<file path="config.mk">
export PLATFORM = sky130hd
export DESIGN_NAME = eth_mac_rx_top
export DESIGN_NICKNAME = d
export VERILOG_FILES = /design/src/design/eth_mac_rx_pkg.sv /design/src/design/crc32d8.sv /design/src/design/eth_mac_pe_rx.sv /design/src/design/eth_mac_pe_rx_protocol_handle.sv /design/src/design/eth_mac_rx_top.sv
export SDC_FILE = /design/constraint.sdc
export NUM_CORES = 1
export LEC_CHECK = 0
export ABC_AREA = 1
export BUFFER_PORTS_ARGS = -buffer_cell sky130_fd_sc_hd__buf_2
export CAP_MARGIN = 30
export CORE_MARGIN = 3
export CORE_UTILIZATION = 40
export CTS_CLUSTER_DIAMETER = 80
export DETAILED_ROUTE_END_ITERATION = 6
export MAX_ROUTING_LAYER = met4
export PLACE_DENSITY = 0.63
export SYNTH_ARGS = -nofsm -noshare
export SYNTH_HDL_FRONTEND = slang
export SYNTH_SLANG_ARGS = --single-unit
</file>
<file path="constraint.sdc">
create_clock -name pe_rx_clk -period 4.47 [get_ports pe_rx_clk]
set_input_delay 0.894 -clock pe_rx_clk [delete_from_list [all_inputs] [get_ports pe_rx_clk]]
set_output_delay 0.894 -clock pe_rx_clk [all_outputs]
set_load 0.005 [all_outputs]
</file>
<file path="src/design/eth_mac_rx_pkg.sv">
//======================================================================
// ethernet mac receive path, shared definitions
// frame byte, buffer word, length and address types, the frame
// state encoding and the protocol constants
//======================================================================

package eth_mac_rx_pkg;

	//==================================================================
	// data types
	//==================================================================

	// one frame byte as seen after nibble assembly
	typedef logic [7:0]  rx_byte_t;

	// receive buffer word, byte 0 in bits 7:0
	typedef logic [31:0] rx_word_t;

	// frame byte count
	typedef logic [11:0] rx_len_t;

	// station address, first byte on the wire in bits 47:40
	typedef logic [47:0] mac_addr_t;

	// frame state machine
	typedef enum logic [2:0] {
		RX_FRAME_IDLE,
		RX_FRAME_DETECT,
		RX_FRAME_PAYLOAD,
		RX_FRAME_HANDLE,
		RX_FRAME_END
	} rx_frame_state_t;

	//==================================================================
	// protocol constants
	//==================================================================

	localparam rx_byte_t PREAMBLE_BYTE = 8'h55;
	localparam rx_byte_t SFD_BYTE      = 8'hd5;

	// register value after the fcs has run through, normal bit order
	localparam rx_word_t CRC_RESIDUE   = 32'hc704dd7b;

	// frame check sequence length
	localparam int       FCS_BYTES     = 4;

endpackage

</file>
<file path="src/design/crc32d8.sv">
//======================================================================
// crc-32, one byte per enabled cycle
// reflected ieee 802.3 polynomial, lsb of each byte first,
// all-ones preload on reset and on a synchronous clear
//======================================================================

`timescale 1ns/1ps

module crc32d8
	import eth_mac_rx_pkg::*;
(
	input  logic     pe_rx_clk,
	input  logic     pe_rx_rstn,
	input  logic     clr,
	input  rx_byte_t data,
	input  logic     en,
	output rx_word_t crc
);

// 04c11db7 bit-reversed, the register shifts towards bit 0
localparam rx_word_t CRC_POLY_REFL = 32'hedb88320;

// running remainder, reflected order
rx_word_t crc_q;
rx_word_t crc_next;

//======================================================================
// byte update
//======================================================================

// eight serial steps unrolled into one cycle
// each step folds one data bit, bit 0 first as on the wire
always_comb
begin
	crc_next = crc_q;
	for (int i = 0; i < 8; i++)
	begin
		if (crc_next[0] ^ data[i])
			crc_next = (crc_next >> 1) ^ CRC_POLY_REFL;
		else
			crc_next = crc_next >> 1;
	end
end

always_ff @(posedge pe_rx_clk or negedge pe_rx_rstn)
begin
	if (!pe_rx_rstn)
		crc_q <= '1;
	else if (clr)
		// new frame or logic clear
		crc_q <= '1;
	else if (en)
		crc_q <= crc_next;
end

// present the remainder in normal bit order
// no final inversion, the caller compares against the residue
assign crc = {<<{crc_q}};

endmodule

</file>
<file path="src/design/eth_mac_pe_rx.sv">
//======================================================================
// ethernet mac receive protocol engine
// assembles bytes from line nibbles, hunts preamble and start
// delimiter, feeds frame bytes to the crc and the protocol handler,
// enforces the length limit and reports frame errors
//======================================================================

`timescale 1ns/1ps

module eth_mac_pe_rx
	import eth_mac_rx_pkg::*;
#(
	parameter int MAX_FRAME_BYTES = 1518
)
(
	input  logic       pe_rx_clk,
	input  logic       pe_rx_rstn,

	// line side
	input  logic [3:0] eth_rx,
	input  logic       eth_rx_ctrl,
	input  logic       eth_rx_er,

	// control
	input  logic       pe_rx_clk_enable,
	input  logic       pe_rx_logic_clr,
	output logic       pe_rx_data_start,
	output logic       pe_rx_data_end,

	// configuration
	input  mac_addr_t  r_sa_macaddr,
	input  logic [3:0] r_pre_byte,
	input  logic       r_cs_rm,

	// receive buffer
	input  logic       rxdb_fifo_ready,
	output logic       rxdb_pe2fifo_we,
	output rx_word_t   rxdb_pe2fifo_wdata,
	output logic       rxdb_pe2fifo_we_done,

	// frame status
	output rx_len_t    r_rx_payload_byte_length,
	output logic       rx_crc_err,
	output logic       rx_len_err,
	output logic       rx_line_err,
	output logic       rx_addr_match
);

localparam rx_len_t MAX_LEN = rx_len_t'(MAX_FRAME_BYTES);

//======================================================================
// line input register and nibble assembly
//======================================================================

logic [3:0] eth_rx_q;
logic       ctrl_q;
logic       ctrl_d;
logic       er_q;

// toggles while ctrl is up and is high on the second nibble
logic       nib_sel;
logic [3:0] nib_lo;
rx_byte_t   rx_byte;
logic       byte_vld;

always_ff @(posedge pe_rx_clk or negedge pe_rx_rstn)
begin
	if (!pe_rx_rstn)
	begin
		ctrl_q <= 1'b0;
		ctrl_d <= 1'b0;
		er_q   <= 1'b0;
	end
	else
	begin
		ctrl_q <= eth_rx_ctrl;
		ctrl_d <= ctrl_q;
		er_q   <= eth_rx_er;
	end
end

// sampled line nibble
always_ff @(posedge pe_rx_clk)
begin
	eth_rx_q <= eth_rx;
end

always_ff @(posedge pe_rx_clk or negedge pe_rx_rstn)
begin
	if (!pe_rx_rstn)
	begin
		nib_sel  <= 1'b0;
		byte_vld <= 1'b0;
	end
	else if (pe_rx_logic_clr || !ctrl_q)
	begin
		// realign on the next ctrl rise
		nib_sel  <= 1'b0;
		byte_vld <= 1'b0;
	end
	else
	begin
		nib_sel  <= ~nib_sel;
		byte_vld <= nib_sel;
	end
end

// low nibble first on the wire
always_ff @(posedge pe_rx_clk)
begin
	if (ctrl_q && !nib_sel)
		nib_lo <= eth_rx_q;
	if (ctrl_q && nib_sel)
		rx_byte <= {eth_rx_q, nib_lo};
end

//======================================================================
// frame state machine
//======================================================================

rx_frame_state_t state;
rx_frame_state_t next_state;

logic       st_detect;
logic       st_payload;
logic       st_handle;
logic       st_end;

logic [3:0] pre_cnt;
logic       sfd_ok;
logic       ctrl_rise;
logic       detect_to_end;
logic       payload_to_handle;
logic       frame_abort;
logic       handle_to_end;
logic       len_over;
logic       rx_handle_done;
rx_len_t    byte_cnt;

assign st_detect  = state == RX_FRAME_DETECT;
assign st_payload = state == RX_FRAME_PAYLOAD;
assign st_handle  = state == RX_FRAME_HANDLE;
assign st_end     = state == RX_FRAME_END;

// only a fresh ctrl rise opens a frame so an aborted frame's tail is ignored
assign ctrl_rise = ctrl_q && !ctrl_d;

// delimiter after enough preamble bytes
assign sfd_ok = st_detect && byte_vld && (rx_byte == SFD_BYTE) && (pre_cnt >= r_pre_byte);

assign detect_to_end = st_detect && !sfd_ok && (!ctrl_q || er_q);

// one more byte than allowed is a length error
assign len_over = byte_vld && (byte_cnt == MAX_LEN);

assign frame_abort = st_payload && (er_q || len_over);

// ctrl gone and the last byte already strobed
assign payload_to_handle = st_payload && !ctrl_q && !byte_vld && !frame_abort;

assign handle_to_end = st_handle && rx_handle_done;

always_ff @(posedge pe_rx_clk or negedge pe_rx_rstn)
begin
	if (!pe_rx_rstn)
		state <= RX_FRAME_IDLE;
	else
		state <= next_state;
end

always_comb
begin
	next_state = state;
	if (pe_rx_logic_clr)
		next_state = RX_FRAME_IDLE;
	else
	begin
		case (state)
			RX_FRAME_IDLE:
				if (ctrl_rise && pe_rx_clk_enable)
					next_state = RX_FRAME_DETECT;
			RX_FRAME_DETECT:
				if (sfd_ok)
					next_state = RX_FRAME_PAYLOAD;
				else if (detect_to_end)
					next_state = RX_FRAME_END;
			RX_FRAME_PAYLOAD:
				if (frame_abort)
					next_state = RX_FRAME_END;
				else if (payload_to_handle)
					next_state = RX_FRAME_HANDLE;
			RX_FRAME_HANDLE:
				if (handle_to_end)
					next_state = RX_FRAME_END;
			RX_FRAME_END:
				next_state = RX_FRAME_IDLE;
			default:
				next_state = RX_FRAME_IDLE;
		endcase
	end
end

// saturating count of consecutive preamble bytes
always_ff @(posedge pe_rx_clk or negedge pe_rx_rstn)
begin
	if (!pe_rx_rstn)
		pre_cnt <= '0;
	else if (!st_detect || pe_rx_logic_clr)
		pre_cnt <= '0;
	else if (byte_vld)
	begin
		if (rx_byte != PREAMBLE_BYTE)
			pre_cnt <= '0;
		else if (pre_cnt != 4'hf)
			pre_cnt <= pre_cnt + 4'd1;
	end
end

//======================================================================
// payload bytes, length limit and buffer enable
//======================================================================

logic     byte_we;
logic     byte_done;
logic     write_en_q;
logic     write_en;
logic     frame_open;
rx_word_t crc_val;

// the byte that breaks the limit is not passed on
assign byte_we   = st_payload && byte_vld && !frame_abort;
assign byte_done = payload_to_handle || frame_abort;

// an aborted frame gets no flush and no we_done
assign write_en  = write_en_q && !frame_abort;

always_ff @(posedge pe_rx_clk or negedge pe_rx_rstn)
begin
	if (!pe_rx_rstn)
		byte_cnt <= '0;
	else if (!st_payload || pe_rx_logic_clr)
		byte_cnt <= '0;
	else if (byte_we)
		byte_cnt <= byte_cnt + 1'b1;
end

// buffer readiness is taken once at the delimiter
always_ff @(posedge pe_rx_clk or negedge pe_rx_rstn)
begin
	if (!pe_rx_rstn)
		write_en_q <= 1'b0;
	else if (pe_rx_logic_clr || frame_abort || st_end)
		write_en_q <= 1'b0;
	else if (sfd_ok)
		write_en_q <= rxdb_fifo_ready;
end

// frame between start and end pulses
always_ff @(posedge pe_rx_clk or negedge pe_rx_rstn)
begin
	if (!pe_rx_rstn)
		frame_open <= 1'b0;
	else if (pe_rx_logic_clr || st_end)
		frame_open <= 1'b0;
	else if (sfd_ok)
		frame_open <= 1'b1;
end

assign pe_rx_data_start = sfd_ok;
assign pe_rx_data_end   = st_end && frame_open;

//======================================================================
// frame status
//======================================================================

// latched on entry to end and held until the next delimiter
always_ff @(posedge pe_rx_clk or negedge pe_rx_rstn)
begin
	if (!pe_rx_rstn)
	begin
		rx_crc_err  <= 1'b0;
		rx_len_err  <= 1'b0;
		rx_line_err <= 1'b0;
	end
	else if (pe_rx_logic_clr || sfd_ok)
	begin
		rx_crc_err  <= 1'b0;
		rx_len_err  <= 1'b0;
		rx_line_err <= 1'b0;
	end
	else if (frame_open && (handle_to_end || frame_abort))
	begin
		rx_crc_err  <= crc_val != CRC_RESIDUE;
		rx_len_err  <= frame_abort && len_over;
		rx_line_err <= frame_abort && er_q;
	end
end

//======================================================================
// crc and protocol handler
//======================================================================

// preload at the delimiter
// every passed byte goes in including the fcs
crc32d8 u_crc32d8
(
	.pe_rx_clk  (pe_rx_clk),
	.pe_rx_rstn (pe_rx_rstn),
	.clr        (pe_rx_logic_clr || sfd_ok),
	.data       (rx_byte),
	.en         (byte_we),
	.crc        (crc_val)
);

eth_mac_pe_rx_protocol_handle u_eth_mac_pe_rx_protocol_handle
(
	.pe_rx_clk                (pe_rx_clk),
	.pe_rx_rstn               (pe_rx_rstn),
	.pe_rx_logic_clr          (pe_rx_logic_clr),
	.rx_frame_byte_data       (rx_byte),
	.rx_frame_byte_data_we    (byte_we),
	.rx_frame_byte_data_done  (byte_done),
	.rx_frame_write_en        (write_en),
	.r_sa_macaddr             (r_sa_macaddr),
	.r_cs_rm                  (r_cs_rm),
	.rxdb_pe2fifo_we          (rxdb_pe2fifo_we),
	.rxdb_pe2fifo_wdata       (rxdb_pe2fifo_wdata),
	.rxdb_pe2fifo_we_done     (rxdb_pe2fifo_we_done),
	.rx_handle_done           (rx_handle_done),
	.r_rx_payload_byte_length (r_rx_payload_byte_length),
	.rx_addr_match            (rx_addr_match)
);

endmodule

</file>
<file path="src/design/eth_mac_pe_rx_protocol_handle.sv">
//======================================================================
// ethernet mac receive protocol handler
// optional fcs strip through a four byte delay line, packing into
// little-endian buffer words, end-of-frame flush, byte count and
// destination address check
//======================================================================

`timescale 1ns/1ps

module eth_mac_pe_rx_protocol_handle
	import eth_mac_rx_pkg::*;
(
	input  logic     pe_rx_clk,
	input  logic     pe_rx_rstn,
	input  logic     pe_rx_logic_clr,

	// from the engine
	input  rx_byte_t rx_frame_byte_data,
	input  logic     rx_frame_byte_data_we,
	input  logic     rx_frame_byte_data_done,
	input  logic     rx_frame_write_en,

	// configuration
	input  mac_addr_t r_sa_macaddr,
	input  logic     r_cs_rm,

	// receive buffer
	output logic     rxdb_pe2fifo_we,
	output rx_word_t rxdb_pe2fifo_wdata,
	output logic     rxdb_pe2fifo_we_done,

	// back to the engine
	output logic     rx_handle_done,
	output rx_len_t  r_rx_payload_byte_length,
	output logic     rx_addr_match
);

//======================================================================
// fcs strip
//======================================================================

// bytes held back, last FCS_BYTES of the frame never leave
rx_byte_t   dly [FCS_BYTES];
logic [2:0] fill;
logic       fwd_we;
rx_byte_t   fwd_byte;

// without strip bytes go straight through
assign fwd_we   = rx_frame_byte_data_we && (!r_cs_rm || fill == 3'(FCS_BYTES));
assign fwd_byte = r_cs_rm ? dly[FCS_BYTES-1] : rx_frame_byte_data;

always_ff @(posedge pe_rx_clk)
begin
	if (rx_frame_byte_data_we)
	begin
		dly[0] <= rx_frame_byte_data;
		for (int i = 1; i < FCS_BYTES; i++)
			dly[i] <= dly[i-1];
	end
end

always_ff @(posedge pe_rx_clk or negedge pe_rx_rstn)
begin
	if (!pe_rx_rstn)
		fill <= '0;
	else if (pe_rx_logic_clr || rx_frame_byte_data_done)
		fill <= '0;
	else if (rx_frame_byte_data_we && fill != 3'(FCS_BYTES))
		fill <= fill + 3'd1;
end

//======================================================================
// word packing and buffer writes
//======================================================================

logic [1:0]  idx;
// bytes 0..2 of the word in progress, zero where not yet written
logic [23:0] pack;
// partial word out, we_done next
logic        fin_pend;

always_ff @(posedge pe_rx_clk or negedge pe_rx_rstn)
begin
	if (!pe_rx_rstn)
	begin
		idx                  <= '0;
		pack                 <= '0;
		fin_pend             <= 1'b0;
		rxdb_pe2fifo_we      <= 1'b0;
		rxdb_pe2fifo_we_done <= 1'b0;
		rx_handle_done       <= 1'b0;
	end
	else
	begin
		// strobes default low
		rxdb_pe2fifo_we      <= 1'b0;
		rxdb_pe2fifo_we_done <= 1'b0;
		rx_handle_done       <= 1'b0;
		if (pe_rx_logic_clr)
		begin
			idx      <= '0;
			pack     <= '0;
			fin_pend <= 1'b0;
		end
		else if (rx_frame_byte_data_done)
		begin
			idx  <= '0;
			pack <= '0;
			if (idx != 2'd0)
			begin
				// zero padded last word first
				rxdb_pe2fifo_we <= rx_frame_write_en;
				fin_pend        <= 1'b1;
			end
			else
			begin
				rxdb_pe2fifo_we_done <= rx_frame_write_en;
				rx_handle_done       <= 1'b1;
			end
		end
		else if (fin_pend)
		begin
			fin_pend             <= 1'b0;
			rxdb_pe2fifo_we_done <= rx_frame_write_en;
			rx_handle_done       <= 1'b1;
		end
		else if (fwd_we)
		begin
			if (idx == 2'd3)
			begin
				// fourth byte completes the word
				rxdb_pe2fifo_we <= rx_frame_write_en;
				pack            <= '0;
			end
			else
				pack[{idx, 3'b000} +: 8] <= fwd_byte;
			idx <= idx + 2'd1;
		end
	end
end

// word payload, loaded together with the write strobe
always_ff @(posedge pe_rx_clk)
begin
	if (!rx_frame_byte_data_done && fwd_we && idx == 2'd3)
		rxdb_pe2fifo_wdata <= {fwd_byte, pack};
	else if (rx_frame_byte_data_done && idx != 2'd0)
		rxdb_pe2fifo_wdata <= {8'h00, pack};
end

//======================================================================
// byte count and destination address
//======================================================================

rx_len_t    len_cnt;
logic [2:0] addr_idx;
logic       uni_ok;
logic       bc_ok;
mac_addr_t  mac_shift;

// address byte for the current position, byte 0 from the top
assign mac_shift = r_sa_macaddr >> {3'd5 - addr_idx, 3'b000};

always_ff @(posedge pe_rx_clk or negedge pe_rx_rstn)
begin
	if (!pe_rx_rstn)
	begin
		len_cnt                  <= '0;
		addr_idx                 <= '0;
		uni_ok                   <= 1'b1;
		bc_ok                    <= 1'b1;
		r_rx_payload_byte_length <= '0;
		rx_addr_match            <= 1'b0;
	end
	else if (pe_rx_logic_clr)
	begin
		len_cnt                  <= '0;
		addr_idx                 <= '0;
		uni_ok                   <= 1'b1;
		bc_ok                    <= 1'b1;
		r_rx_payload_byte_length <= '0;
		rx_addr_match            <= 1'b0;
	end
	else if (rx_frame_byte_data_done)
	begin
		// publish and rearm for the next frame
		r_rx_payload_byte_length <= len_cnt;
		rx_addr_match            <= (addr_idx == 3'd6) && (uni_ok || bc_ok);
		len_cnt                  <= '0;
		addr_idx                 <= '0;
		uni_ok                   <= 1'b1;
		bc_ok                    <= 1'b1;
	end
	else
	begin
		// only forwarded bytes count
		if (fwd_we)
			len_cnt <= len_cnt + 1'b1;
		// destination is the first six bytes after the delimiter
		if (rx_frame_byte_data_we && addr_idx != 3'd6)
		begin
			addr_idx <= addr_idx + 3'd1;
			uni_ok   <= uni_ok && (rx_frame_byte_data == mac_shift[7:0]);
			bc_ok    <= bc_ok && (rx_frame_byte_data == 8'hff);
		end
	end
end

endmodule

</file>
<file path="src/design/eth_mac_rx_top.sv">
//======================================================================
// ethernet mac receive path, top level
// nibble line in, 32-bit buffer words and frame status out
//======================================================================

`timescale 1ns/1ps

module eth_mac_rx_top
	import eth_mac_rx_pkg::*;
#(
	// longest accepted frame after the delimiter, fcs included
	parameter int MAX_FRAME_BYTES = 1518
)
(
	input  logic       pe_rx_clk,
	input  logic       pe_rx_rstn,

	// line side
	input  logic [3:0] eth_rx,
	input  logic       eth_rx_ctrl,
	input  logic       eth_rx_er,

	// control
	input  logic       pe_rx_clk_enable,
	input  logic       pe_rx_logic_clr,

	// configuration
	input  mac_addr_t  r_sa_macaddr,
	input  logic [3:0] r_pre_byte,
	input  logic       r_cs_rm,

	// receive buffer
	input  logic       rxdb_fifo_ready,
	output logic       rxdb_pe2fifo_we,
	output rx_word_t   rxdb_pe2fifo_wdata,
	output logic       rxdb_pe2fifo_we_done,

	// frame pulses and status
	output logic       pe_rx_data_start,
	output logic       pe_rx_data_end,
	output rx_len_t    r_rx_payload_byte_length,
	output logic       rx_crc_err,
	output logic       rx_len_err,
	output logic       rx_line_err,
	output logic       rx_addr_match
);

// engine carries the crc and the handler underneath
eth_mac_pe_rx #(
	.MAX_FRAME_BYTES (MAX_FRAME_BYTES)
) u_eth_mac_pe_rx
(
	.pe_rx_clk                (pe_rx_clk),
	.pe_rx_rstn               (pe_rx_rstn),
	.eth_rx                   (eth_rx),
	.eth_rx_ctrl              (eth_rx_ctrl),
	.eth_rx_er                (eth_rx_er),
	.pe_rx_clk_enable         (pe_rx_clk_enable),
	.pe_rx_logic_clr          (pe_rx_logic_clr),
	.pe_rx_data_start         (pe_rx_data_start),
	.pe_rx_data_end           (pe_rx_data_end),
	.r_sa_macaddr             (r_sa_macaddr),
	.r_pre_byte               (r_pre_byte),
	.r_cs_rm                  (r_cs_rm),
	.rxdb_fifo_ready          (rxdb_fifo_ready),
	.rxdb_pe2fifo_we          (rxdb_pe2fifo_we),
	.rxdb_pe2fifo_wdata       (rxdb_pe2fifo_wdata),
	.rxdb_pe2fifo_we_done     (rxdb_pe2fifo_we_done),
	.r_rx_payload_byte_length (r_rx_payload_byte_length),
	.rx_crc_err               (rx_crc_err),
	.rx_len_err               (rx_len_err),
	.rx_line_err              (rx_line_err),
	.rx_addr_match            (rx_addr_match)
);

endmodule

</file>
## After elaboration in Yosys (flattened, before gate mapping)

Memory sizes are Yosys's and may differ from the RTL's.
Index checks and enable logic that the tools add are counted.

| cells by class | value |
|---|---|
| magnitude comparators | 1 |
| shifts and indexed selects | 3 |
| bitwise logic cells | 17 |
| equal/unequal tests | 22 |
| mux-type cells | 86 |
| add/subtract/negate cells | 8 |
| reduce and logical (&&, ||, !) cells | 72 |

Operators by type and width:

| kind | count |
|---|---|
| 32-bit 2-to-1 mux | 12 |
| 24-bit 2-to-1 mux | 5 |
| 13-bit inverter with 14-bit output | 8 |
| 12-bit 2-to-1 mux | 7 |
| 48-bit by 6-bit >> shifter with 8-bit output | 1 |
| 1-bit 2-to-1 mux | 39 |
| 3-bit 2-to-1 mux | 12 |
| 32-bit != test, second input constant | 1 |
| 1-bit logical AND | 31 |
| 12-bit by 1-bit adder with 12-bit output, second input constant | 2 |
| 24-bit bitwise mux | 1 |
| 8-bit by 7-bit variable shift with 24-bit output, first input constant | 1 |
| 8-bit by 7-bit indexed part select with 24-bit output | 1 |
| 2-bit nonzero test | 10 |
| 8-bit == test, second input constant | 2 |
| 4-bit 2-to-1 mux | 4 |
| 1-bit logical OR | 14 |
| 12-bit by 11-bit == test with 1-bit output, second input constant | 1 |
| 3-bit != test, second input constant | 4 |
| 4-bit != test, second input constant | 3 |
| 3-bit case mux with 4 select lines | 1 |
| 1-bit zero test | 10 |
| 3-bit == test, second input constant | 3 |
| 3-bit nonzero test | 3 |
| other kinds (19) | 33 |

| word-level totals | value |
|---|---|
| memories kept | 1 |
| flip-flop bits (word level) | 172 |
| output and inout port bits | 52 |
| memory bits (writable) | 32 |
| word-level logic and storage cells | 241 |
| bits of input ports | 64 |

Memory list:

| memory | words | width | rd ports | clocked after memory_dff | write ports | RTL line | source |
|---|---|---|---|---|---|---|---|
| u_eth_mac_pe_rx.u_eth_mac_pe_rx_protocol_handle.dly | 4 | 8 | 4 | 0 | 4 | eth_mac_pe_rx_protocol_handle.sv:43 | `rx_byte_t dly [FCS_BYTES];` |

## Logic depth before layout (Yosys ltp)

Gate-level depths: netlist of run 1.

| logic depth | value |
|---|---|
| depth in word-level cells | 18 |
| gate-level depth with buffers | 15 |
| depth with buffers taken out | 14 |

## Hierarchy

A second synthesis of run 1 with hierarchy kept.

| unflattened totals | value |
|---|---|
| cell total of the unflattened synthesis | 1227 |
| area, all modules | 10621.4 um2 |

By module, submodules not included:

| module | times used | sequential area each (um2) | area each (um2) | cells an instance |
|---|---|---|---|---|
| eth_mac_pe_rx_protocol_handle | 1 | 3500.9 | 5636.7 | 563 |
| eth_mac_pe_rx | 1 | 1166.1 | 2496.1 | 308 |
| crc32d8 | 1 | 840.8 | 2488.6 | 356 |

## Worst setup path before layout of run 1

OpenSTA, ideal clock, no wires.

| timing | value |
|---|---|
| kind | input to output |
| start | input port r_pre_byte[1] |
| end | output port pe_rx_data_start |
| setup slack | 1881 ps |
| data arrival time | 1695 ps |
| buffers on the path | 0 |
| data required time | 3576 ps |
| stages | 8 |
| path through | inv_1 ha_1 inv_1 o21bai_1 nand3_1 nand3_1 nand2_1 inv_1 |

| between the ends | value |
|---|---|
| cells in the longest elaborated chain, start to end | 2 |

RTL lines:

| what | RTL line | source |
|---|---|---|
| start: declaration | eth_mac_rx_top.sv:29 | `input logic [3:0] r_pre_byte,` |
| 4-bit >= comparator | eth_mac_pe_rx.sv:149 | `assign sfd_ok = st_detect && byte_vld && (rx_byte == SFD_BYTE) && (pre_cnt >= r_pre_byte);` |
| 1-bit logical AND | eth_mac_pe_rx.sv:149 |  |
| end: declaration | eth_mac_rx_top.sv:39 | `output logic pe_rx_data_start,` |

Every way passes these cells.

## Final worst setup path of run 1

| timing | value |
|---|---|
| start | input port r_pre_byte[3] |
| end | output port pe_rx_data_start |

The elaborated chain is that of the path after synthesis.

==> out/metrics.cfg, run 1 <==
[setup_path]
end_kind=output port
startpoint_type=input pin
worst_path_max_delay_cell=ha_1
required_ns=3.58
arrival_ns=2.14
critPathKind=in2out
r2r_setup_slack_ns=1.64
cp_slowest_stage_delay_ns=0.32
regToRegStartpoint=u_eth_mac_pe_rx.byte_cnt[0]
r2r_cells=10
cp_max_fo=7
cp.buffers_inverters=4
crit_chain=buf_2 > inv_1 > ha_1 > a21oi_1 > nand3_1 > nand2_1 > inv_1 > buf_2
cp_top_family=simple AND/OR/NAND/NOR gates

[detailed_routing]
post_drt_wl_per_cell_um=15.2
drc=0
first_iter_violations=683
viasPerCell=5.01
dr_total_vias=8234
wl_mm=25.0
antenna_left=0
drt_first_pass_iters=5

[timing]
max_freq_mhz=329
timing.hold.ws_ns=0.284
period_needed_ns=3.04
rsz0062_at_grt=false
finalCritPeriodShare=0.679
slew_viol_final=0
finClkSkew_ns=0.0243
setup_slack_ns=1.43
setup_viol=0
max-slew-margin-rel=0.381
hold_violations=0
tightest_slew_ns=0.928
fin_setup_tns_ns=0

[placed_design]
post-place-ws_ns=1.23
io_buffers=115
hpwl_mm=18.1
globalplace.congestion=0.879
postPlaceCellArea_um2=11400

[yosys]
synth-compound-area-share=0.0861
synth_cell_types=51
synth_top_cell_area_share=0.217
synth_edf_count=76
synth-simple-area-share=0.243
syn-num-nets=1264
yosys.area_share.adder=0.0202
ys_seq_elements=204
synthXorXnorAreaFrac=0.0549
netlist_top_cells_area=edfxtp_1, dfrtp_1, nand2_1
synthCells=1183
synth_most_common_cell=nand2_1
synthMuxAreaShare=0
synth_seq_area_share=0.524
synth_warnings=0
synthTopCellsByCount=nand2_1, inv_1, nand3_1
syn_avg_cell_area_um2=8.89
synthArstFlopShare=0.608
ys.flop_type=dfrtp_1
synth_top_family_by_area=simple AND/OR/NAND/NOR gates
syn-cell-area_um2=10500
synth.largest_area_cell=edfxtp_1

[floorplan]
fp.coreArea_um2=25500
ios=116
rows=58
die_x_um=168
initial_core_util=0.413
fp.dieH_um=168
design.die.area_um2=28300

[clock_tree]
cts_buffers=22
clk_path_buf_depth=3
clkTransAtPathRegs_ns=0.06
tritoncts=done
ctsHoldBuffers=0
cts_num_sinks=204
cts_resized=0
insertion_delay_ns=0.51
cts_setup_buffers=0
h-tree-depth=1
root_buffer=clkbuf_16

[global_route]
grt_max_degree=56
overflow=0
grt_pass1_wl_mm=41.2
grt_usage=0.181
antenna_found_initial=0
grt_pass1_vias=8071

[layout]
post-route-util=0.475
post-route-cell-area_um2=12100
fill_cells=2412
drive_gt1_frac=0.199
syn_to_final_growth_pct=15.2
final_nets=1379
n_antenna_cell=0

[power_and_ir_drop]
power.density_nw_per_um2=337
ir_worst_vdd_v=0.000256
p_leak_nw=5.55

[run_status]
outcome=finished clean

[hold_path]
hold_path_class=in2async

[job]
maxCapViolCount=0

-- worst max path at each step --
| stage | from | endpoint | slack, ns | cells past startpoint |
|---|---|---|---|---|
| after floorplan | r_pre_byte[1] | pe_rx_data_start | 1.88 | 8 |
| after global placement | r_pre_byte[3] | u_eth_mac_pe_rx.rx_line_err | 1.30 | 11 |
| after detailed placement | r_pre_byte[3] | u_eth_mac_pe_rx.rx_line_err | 1.23 | 11 |
| after CTS | r_pre_byte[3] | pe_rx_data_start | 1.44 | 8 |
| after global routing | r_pre_byte[1] | pe_rx_data_start | 1.31 | 10 |
| final | r_pre_byte[3] | pe_rx_data_start | 1.43 | 8 |
-- layout make-up --
cell class                 count  area, µm²  area share
clock buffer                  33        642      0.0530
clock inverter                 7       50.0     0.00413
multi-input combinational    794       4250       0.351
timing repair buffer         124        678      0.0560
tap                          330        413      0.0341
inverter                     152        571      0.0471
sequential                   204       5510       0.455
-- logic make-up after synthesis --
group           after synthesis
compound gates              148
fa+ha+maj                    17
flops                       204
simple gates                567
xor+xnor                     62
buf+inv                     185
-- power by group --
group	leakage [nW]	switching (W)	internal, W
Clock	0.345	0.000729	0.000997
Combinational	2.89	0.000231	0.000119
Sequential	2.31	0.0000367	0.00197
-- stage by stage --
stage / power (W) / cells
after floorplan: 0.00227 / 1183
after global placement: 0.00239 / 1601
after detailed placement: 0.00239 / 1604
after CTS: 0.00414 / 1644
after global routing: 0.00427 / 1644
final: 0.00409 / 1644
-- placed cells by master, fill, tap and decap left out, types with 4 or more instances in the layout --
cell type,netlist,final
nand2_1,307,307
inv_1,145,145
buf_2,13,115
nand3_1,99,99
dfrtp_1,90,90
edfxtp_1,76,76
nor2_1,72,72
o21ai_0,49,49
xor2_1,46,46
a21oi_1,42,42
dfstp_2,34,34
o21ai_2,24,24
nand4_1,22,22
clkbuf_16,0,22
nor3_1,19,19
ha_1,17,17
xnor2_1,13,13
o211ai_1,12,12
nand2_2,11,11
inv_2,7,7
nand2_4,6,6
nor4_1,6,6
nand3b_1,6,6
o21ai_1,6,6
clkbuf_1,11,6
buf_4,2,6
clkbuf_8,0,5
clkinv_2,0,5
nor2_4,4,4
nor2_2,4,4
dfxtp_1,4,4
-- layer usage --
metal  part of all wire  up-vias  track usage
met4              0.026        0       0.0445
met2               0.49      193        0.305
met3              0.041       48       0.0251
met5                  0        -            -
met1               0.45     3906        0.234
li1                   -     4087            -
No activity file was read; power rests on OpenSTA's default activity.
==> inputs of run 2 (changes only) <==
--- a/config.mk
+++ b/config.mk
@@ -5,7 +5,7 @@
 export SDC_FILE = /design/constraint.sdc
 export NUM_CORES = 1
 export LEC_CHECK = 0
-export ABC_AREA = 1
+export ABC_AREA = 0
 export BUFFER_PORTS_ARGS = -buffer_cell sky130_fd_sc_hd__buf_2
 export CAP_MARGIN = 30
 export CORE_MARGIN = 3
@@ -13,7 +13,7 @@
 export CTS_CLUSTER_DIAMETER = 80
 export DETAILED_ROUTE_END_ITERATION = 6
 export MAX_ROUTING_LAYER = met4
-export PLACE_DENSITY = 0.63
+export PLACE_DENSITY = 0.64
 export SYNTH_ARGS = -nofsm -noshare
 export SYNTH_HDL_FRONTEND = slang
 export SYNTH_SLANG_ARGS = --single-unit
==> constraint.sdc (replaced) <==
create_clock -name pe_rx_clk -period 2.8 [get_ports pe_rx_clk]
set_input_delay 0.56 -clock pe_rx_clk [delete_from_list [all_inputs] [get_ports pe_rx_clk]]
set_output_delay 0.56 -clock pe_rx_clk [all_outputs]
set_load 0.005 [all_outputs]
==> run 2 against run 1 <==
Against the previous run:
- die area decreased by 11%
- sequential cell count unchanged
- setup slack worse by 1.3 ns
- global-route usage fell by 1.0 points
- combinational power increased by 7.1%
- non-clock buffer count grew 28
- register-to-register slack lost 1.5 ns
- synthesized cell count down 33%
- design area down 6.4%
- total power rose by 61%
- sequential power rose by 57%
- critical path depth is 1 lower
- highest routed layer unchanged
==> out/metrics.cfg, run 2 <==
[yosys]
synth_warnings=0  ; unchanged
syn_avg_cell_area_um2=11.8  ; +33%
ys_seq_elements=204  ; unchanged
synthCells=790  ; -33%
synth_cell_types=65  ; +27%
ys.flop_type=dfrtp_1
syn-cell-area_um2=9360  ; -11%
synth_seq_area_share=0.589  ; +0.0648
netlist_top_cells_area=edfxtp_1, dfrtp_1, dfstp_2
synthArstFlopShare=0.608  ; unchanged
synth_edf_count=76  ; unchanged
synthTopCellsByCount=nand2_1, dfrtp_1, edfxtp_1
synth.largest_area_cell=edfxtp_1
syn-num-nets=871  ; -31%
synth_most_common_cell=nand2_1
synth_top_cell_area_share=0.244  ; +0.0268

[floorplan]
rows=55  ; -5.2%
fp.dieH_um=159  ; -5.5%
ios=116  ; unchanged
die_x_um=159  ; -5.5%
initial_core_util=0.411  ; -0.00195
design.die.area_um2=25300  ; -11%
fp.coreArea_um2=22800  ; -11%

[layout]
fin_cells=1266  ; -23%
final_common_cell=buf_2
syn_to_final_growth_pct=21.1
final_nets=1017  ; -26%
drive_gt1_frac=0.256  ; +0.0569
layout_common_cells=buf_2, nand2_1, dfrtp_1, edfxtp_1, xnor2_1

[placed_design]
hpwl_mm=15.0  ; -17%
place_inst=1223  ; -24%
post-place-ws_ns=0.216  ; -1.01 ns
globalplace.congestion=0.847  ; -3.6%
io_buffers=115  ; unchanged

[timing]
tightest_slew_ns=0.773  ; -0.155 ns
rsz0062_at_grt=false
finClkSkew_ns=0.0160  ; -0.00825 ns
fin_setup_tns_ns=0  ; unchanged
hold_violations=0  ; unchanged
max_freq_mhz=377
slew_viol_final=0  ; unchanged
setup_slack_ns=0.147  ; -1.29 ns
finalCritPeriodShare=0.948
period_needed_ns=2.65
setup_viol=0  ; unchanged
timing.hold.ws_ns=0.154  ; -0.130 ns
max-slew-margin-rel=0.481  ; +0.0997

[detailed_routing]
dr_total_vias=6449  ; -22%
viasPerCell=5.09  ; +1.7%
drt_first_pass_iters=5  ; unchanged
post_drt_wl_per_cell_um=16.9  ; +11%
drc=0  ; unchanged
antenna_left=0  ; unchanged
wl_mm=21.4  ; -15%
first_iter_violations=455  ; -33%

[setup_path]
cp_slowest_stage_delay_ns=0.34  ; +0.02 ns
critPathKind=reg2out
crit_chain=inv_1 > ha_1 > nand2b_1 > a21o_1 > a211o_1 > and4_4 > buf_2
startpoint_type=register
cp_max_fo=5  ; -2
required_ns=2.24  ; -1.34 ns
r2r_cells=8  ; -2
regToRegStartpoint=u_eth_mac_pe_rx.byte_cnt[0]
r2r_setup_slack_ns=0.19  ; -1.45 ns
end_kind=output port
worst_path_max_delay_cell=dfrtp_1
arrival_ns=2.09  ; -0.05 ns

[clock_tree]
h-tree-depth=1  ; unchanged
tritoncts=done
root_buffer=clkbuf_16
cts_num_sinks=204  ; unchanged
insertion_delay_ns=0.51  ; about the same
clkTransAtPathRegs_ns=0.06  ; about the same
cts_buffers=22  ; unchanged
clk_path_buf_depth=3  ; unchanged

[power_and_ir_drop]
power_w=0.00658  ; +61%
pwr-share-comb=0.057  ; -0.029
p_switching_w=0.00143  ; +43%
clkPwrFrac=0.462  ; +0.040
p_int_w=0.00515  ; +67%
power.density_nw_per_um2=580  ; +72%
ir_worst_vdd_v=0.000372  ; +45%
switching_share=0.217  ; -0.0267
p_leak_nw=4.59  ; -17%
seq_power_share=0.481  ; -0.011

[hold_path]
min_to=u_eth_mac_pe_rx.eth_rx_q[1]
holdCritStartpoint=eth_rx[1]
hold_path_class=in2reg
whs_path_depth=1

[global_route]
grt_usage=0.171  ; -0.0100
grt_max_degree=125  ; +120%
overflow=0  ; unchanged
antenna_found_initial=1  ; +1
grt_pass1_wl_mm=34.8  ; -16%
grt_pass1_vias=6456  ; -20%

[job]
maxCapViolCount=0  ; unchanged

[run_status]
outcome=finished clean

-- run 2: cell families (layout without fill, tap and decap cells) --
family          Yosys count  in the layout  synth area share
other cells               0              1                 0
xor+xnor                 97             97            0.0908
compound gates          135            135             0.100
buf+inv                  49            211            0.0207
fa+ha+maj                17             17            0.0227
mux                      33             33            0.0437
flops                   204            204             0.589
simple gates            255            255             0.133
-- run 2: worst max-delay path by stage --
stage,startpoint,end,slack (ns),cells after the start
global route,u_eth_mac_pe_rx.byte_cnt[0],register,0.02,8
floorplan,u_eth_mac_pe_rx.state[0],register,0.06,6
global placement,u_eth_mac_pe_rx.state[0],register,0.26,5
finish,u_eth_mac_pe_rx.pre_cnt[0],pe_rx_data_start,0.15,7
detailed placement,u_eth_mac_pe_rx.byte_cnt[0],register,0.22,8
CTS,u_eth_mac_pe_rx.pre_cnt[0],pe_rx_data_start,0.05,7
-- run 2: cell type report --
cell class	instances	area, µm²
Fill cell	2041	11400
Sequential cell	204	5510
Multi-Input combinational cell	537	3680
Timing Repair Buffer	152	906
Clock buffer	27	589
Tap cell	313	392
Clock inverter	13	175
Inverter	19	71.3
Antenna cell	1	2.50
-- run 2: worst max-delay path: cells and delay by family (launching register included) --
| family | cells | cell delay (ns) |
|---|---|---|
| buf+inv | 2 | 0.17 |
| simple gates | 2 | 0.33 |
| flops | 1 | 0.34 |
| compound gates | 2 | 0.50 |
| fa+ha+maj | 1 | 0.26 |
-- run 2: power groups by stage --
stage,sequential (W),combinational [W],clock (W)
after detailed placement,0.00322,0.000379,0
after global placement,0.00322,0.000375,0
after global routing,0.00316,0.000417,0.00322
after CTS,0.00316,0.000381,0.00310
after floorplan,0.00320,0.000218,0
final,0.00316,0.000375,0.00304
-- run 2: per-layer routing --
layer	wire length, µm	global-route usage	up-vias
met4	408	0.0422	0
met2	10300	0.275	154
met5	0	-	-
met1	9680	0.229	3136
met3	1010	0.0299	30
li1	-	-	3129
-- run 2: metrics by stage --
| step | utilization | area [µm²] |
|---|---|---|
| 3_3_place_gp | 0.463 | 10500 |
| 6_report | 0.497 | 11300 |
| 2_1_floorplan | - | 9360 |
| 3_5_place_dp | 0.463 | 10500 |
| 5_1_grt | 0.497 | 11300 |
| 4_1_cts | 0.497 | 11300 |
-- run 2: what timing repair did --
item | 4_1_cts | 5_1_grt
gates resized for setup | 0 | 2
hold endpoints to repair | 0 | 0
cloned | 0 | 0
setup buffers | 1 | 1
pin swaps | 0 | 1
setup endpoints to repair | 1 | 2
hold buffers | 0 | 0
==> inputs of run 3 (changes only) <==
--- a/config.mk
+++ b/config.mk
@@ -13,7 +13,7 @@
 export CTS_CLUSTER_DIAMETER = 80
 export DETAILED_ROUTE_END_ITERATION = 6
 export MAX_ROUTING_LAYER = met4
-export PLACE_DENSITY = 0.64
+export PLACE_DENSITY = 0.66
 export SYNTH_ARGS = -nofsm -noshare
 export SYNTH_HDL_FRONTEND = slang
 export SYNTH_SLANG_ARGS = --single-unit
==> run 3 against run 2 <==
Against the previous run:
- wire length fell by 1.4%
- clock power down 9.2%
- die area unchanged
==> out/metrics.cfg, run 3 (same netlist as run 2, synthesis figures left out) <==
[run_status]
outcome=finished clean

[timing]
fin_setup_tns_ns=0  ; unchanged
tightest_slew_ns=0.771  ; -0.00158 ns
period_needed_ns=2.66  ; +0.0103 ns
max_freq_mhz=375  ; -0.39%
finClkSkew_ns=0.0220  ; +0.00604 ns
hold_violations=0  ; unchanged
finalCritPeriodShare=0.951  ; +0.00369
setup_viol=0  ; unchanged
rsz0062_at_grt=false
slew_viol_final=0  ; unchanged
max-slew-margin-rel=0.482  ; +0.00106

[setup_path]
cp_max_fo=5  ; unchanged
arrival_ns=2.10  ; about the same
crit_chain=inv_1 > ha_1 > nand2b_1 > a21o_1 > a211o_1 > and4_4 > buf_2
critPathKind=reg2out
cp_slowest_stage_delay_ns=0.35  ; about the same
required_ns=2.24  ; about the same
r2r_cells=6  ; -2
worst_path_max_delay_cell=dfrtp_1
startpoint_type=register
end_kind=output port

[detailed_routing]
drc=0  ; unchanged
viasPerCell=5.09  ; about the same
drt_first_pass_iters=5  ; unchanged
post_drt_wl_per_cell_um=16.7  ; -1.3%
wl_mm=21.1  ; -1.4%
antenna_left=0  ; unchanged
first_iter_violations=441  ; -3.1%
dr_total_vias=6443  ; -0.093%

[clock_tree]
clkTransAtPathRegs_ns=0.06  ; about the same
cts_buffers=22  ; unchanged
cts_num_sinks=204  ; unchanged
tritoncts=done
root_buffer=clkbuf_16
ctsHoldBuffers=0  ; unchanged
insertion_delay_ns=0.51  ; about the same
h-tree-depth=1  ; unchanged
clk_path_buf_depth=3  ; unchanged

[hold_path]
hold_path_class=in2async

[global_route]
grt_usage=0.171  ; -0.000880
overflow=0  ; unchanged
grt_pass1_vias=6538  ; +1.3%
grt_pass1_wl_mm=34.4  ; -1.0%
grt_max_degree=65  ; -48%
antenna_found_initial=0  ; -1

[floorplan]
fp.coreArea_um2=22800  ; unchanged
die_x_um=159  ; unchanged
ios=116  ; unchanged
design.die.area_um2=25300  ; unchanged
rows=55  ; unchanged
initial_core_util=0.411  ; unchanged
fp.dieH_um=159  ; unchanged

[layout]
multi_input_area_um2=3700  ; +0.31%
final_nets=1017  ; unchanged
fill_cells=1999  ; -2.1%
fin_cells=1265  ; -0.079%
final_common_cell=buf_2
ff_latch_area_um2=5510  ; unchanged
drive_gt1_frac=0.253  ; -0.00315
layout_common_cells=buf_2, nand2_1, dfrtp_1, edfxtp_1, xnor2_1
syn_to_final_growth_pct=20.4
n_antenna_cell=0  ; -1

[placed_design]
place_inst=1224  ; +0.082%
io_buffers=115  ; unchanged
hpwl_mm=15.1  ; +0.28%
globalplace.congestion=0.850  ; +0.38%

[job]
maxCapViolCount=0  ; unchanged

[power_and_ir_drop]
p_leak_nw=4.56  ; -0.67%
power_w=0.00629  ; -4.3%
ir_worst_vdd_v=0.000347  ; -6.8%
power.density_nw_per_um2=559  ; -3.7%

## run 3: metal layers
| layer | share of wire | GRT usage |
|---|---|---|
| met1 | 0.45 | 0.222 |
| met2 | 0.48 | 0.281 |
| met3 | 0.047 | 0.0263 |
| met4 | 0.021 | 0.0462 |
| met5 | 0 | - |
## run 3: layout make-up
cell class	instances	area share
multi-input cells	537	0.328
clock buffers	30	0.0542
repair buffers	152	0.0804
flip-flops and latches	204	0.489
well taps	313	0.0348
inverters	19	0.00633
clock inverters	10	0.00722
## run 3: where the power goes
group	total [W]	switching, W	internal, W	leakage, nW
Sequential	0.00316	0.0000378	0.00312	2.27
Clock	0.00276	0.00114	0.00162	0.338
Combinational	0.000376	0.000218	0.000157	1.95
Total	0.00629	0.00139	0.00490	4.56
## run 3: critical path: cells and delay by family (launching register included)
| family | cells | cell delay (ns) |
|---|---|---|
| AO/OA/AOI/OAI | 2 | 0.50 |
| flip-flops | 1 | 0.35 |
| AND/OR/NAND/NOR | 2 | 0.33 |
| adder cells (fa/ha/maj) | 1 | 0.25 |
| buffers and inverters | 2 | 0.18 |
## run 3: path summary, 6_finish.rpt
kind | from | endpoint | slack (ns)
max reg2reg | u_eth_mac_pe_rx.state[0] | register | 0.26
min in group pe_rx_clk | eth_rx[3] | u_eth_mac_pe_rx.eth_rx_q[3] | 0.15
max in group asynchronous | pe_rx_rstn | asynchronous set/reset pin | 1.95
max | u_eth_mac_pe_rx.pre_cnt[0] | pe_rx_data_start | 0.14
min reg2reg | register | register | 0.42
min | pe_rx_rstn | u_eth_mac_pe_rx.byte_cnt[2] | 0.07
## run 3: through the flow
step / cell area [µm²] / setup WS, ns / util / hold slack (ns)
2_1_floorplan: 9360 / 0.0581 / - / 0.264
3_3_place_gp: 10600 / 0.239 / 0.463 / 0.400
3_5_place_dp: 10600 / 0.0978 / 0.463 / 0.405
4_1_cts: 11300 / 0.0518 / 0.494 / 0.0662
5_1_grt: 11300 / 0.0365 / 0.495 / 0.0957
6_report: 11300 / 0.137 / 0.495 / 0.0697
## run 3: what timing repair did
action / 4_1_cts / 5_1_grt
hold endpoints to repair: 0 / 0
gates resized for setup: 0 / 3
buffers inserted: 1 / 0
setup endpoints to repair: 1 / 8
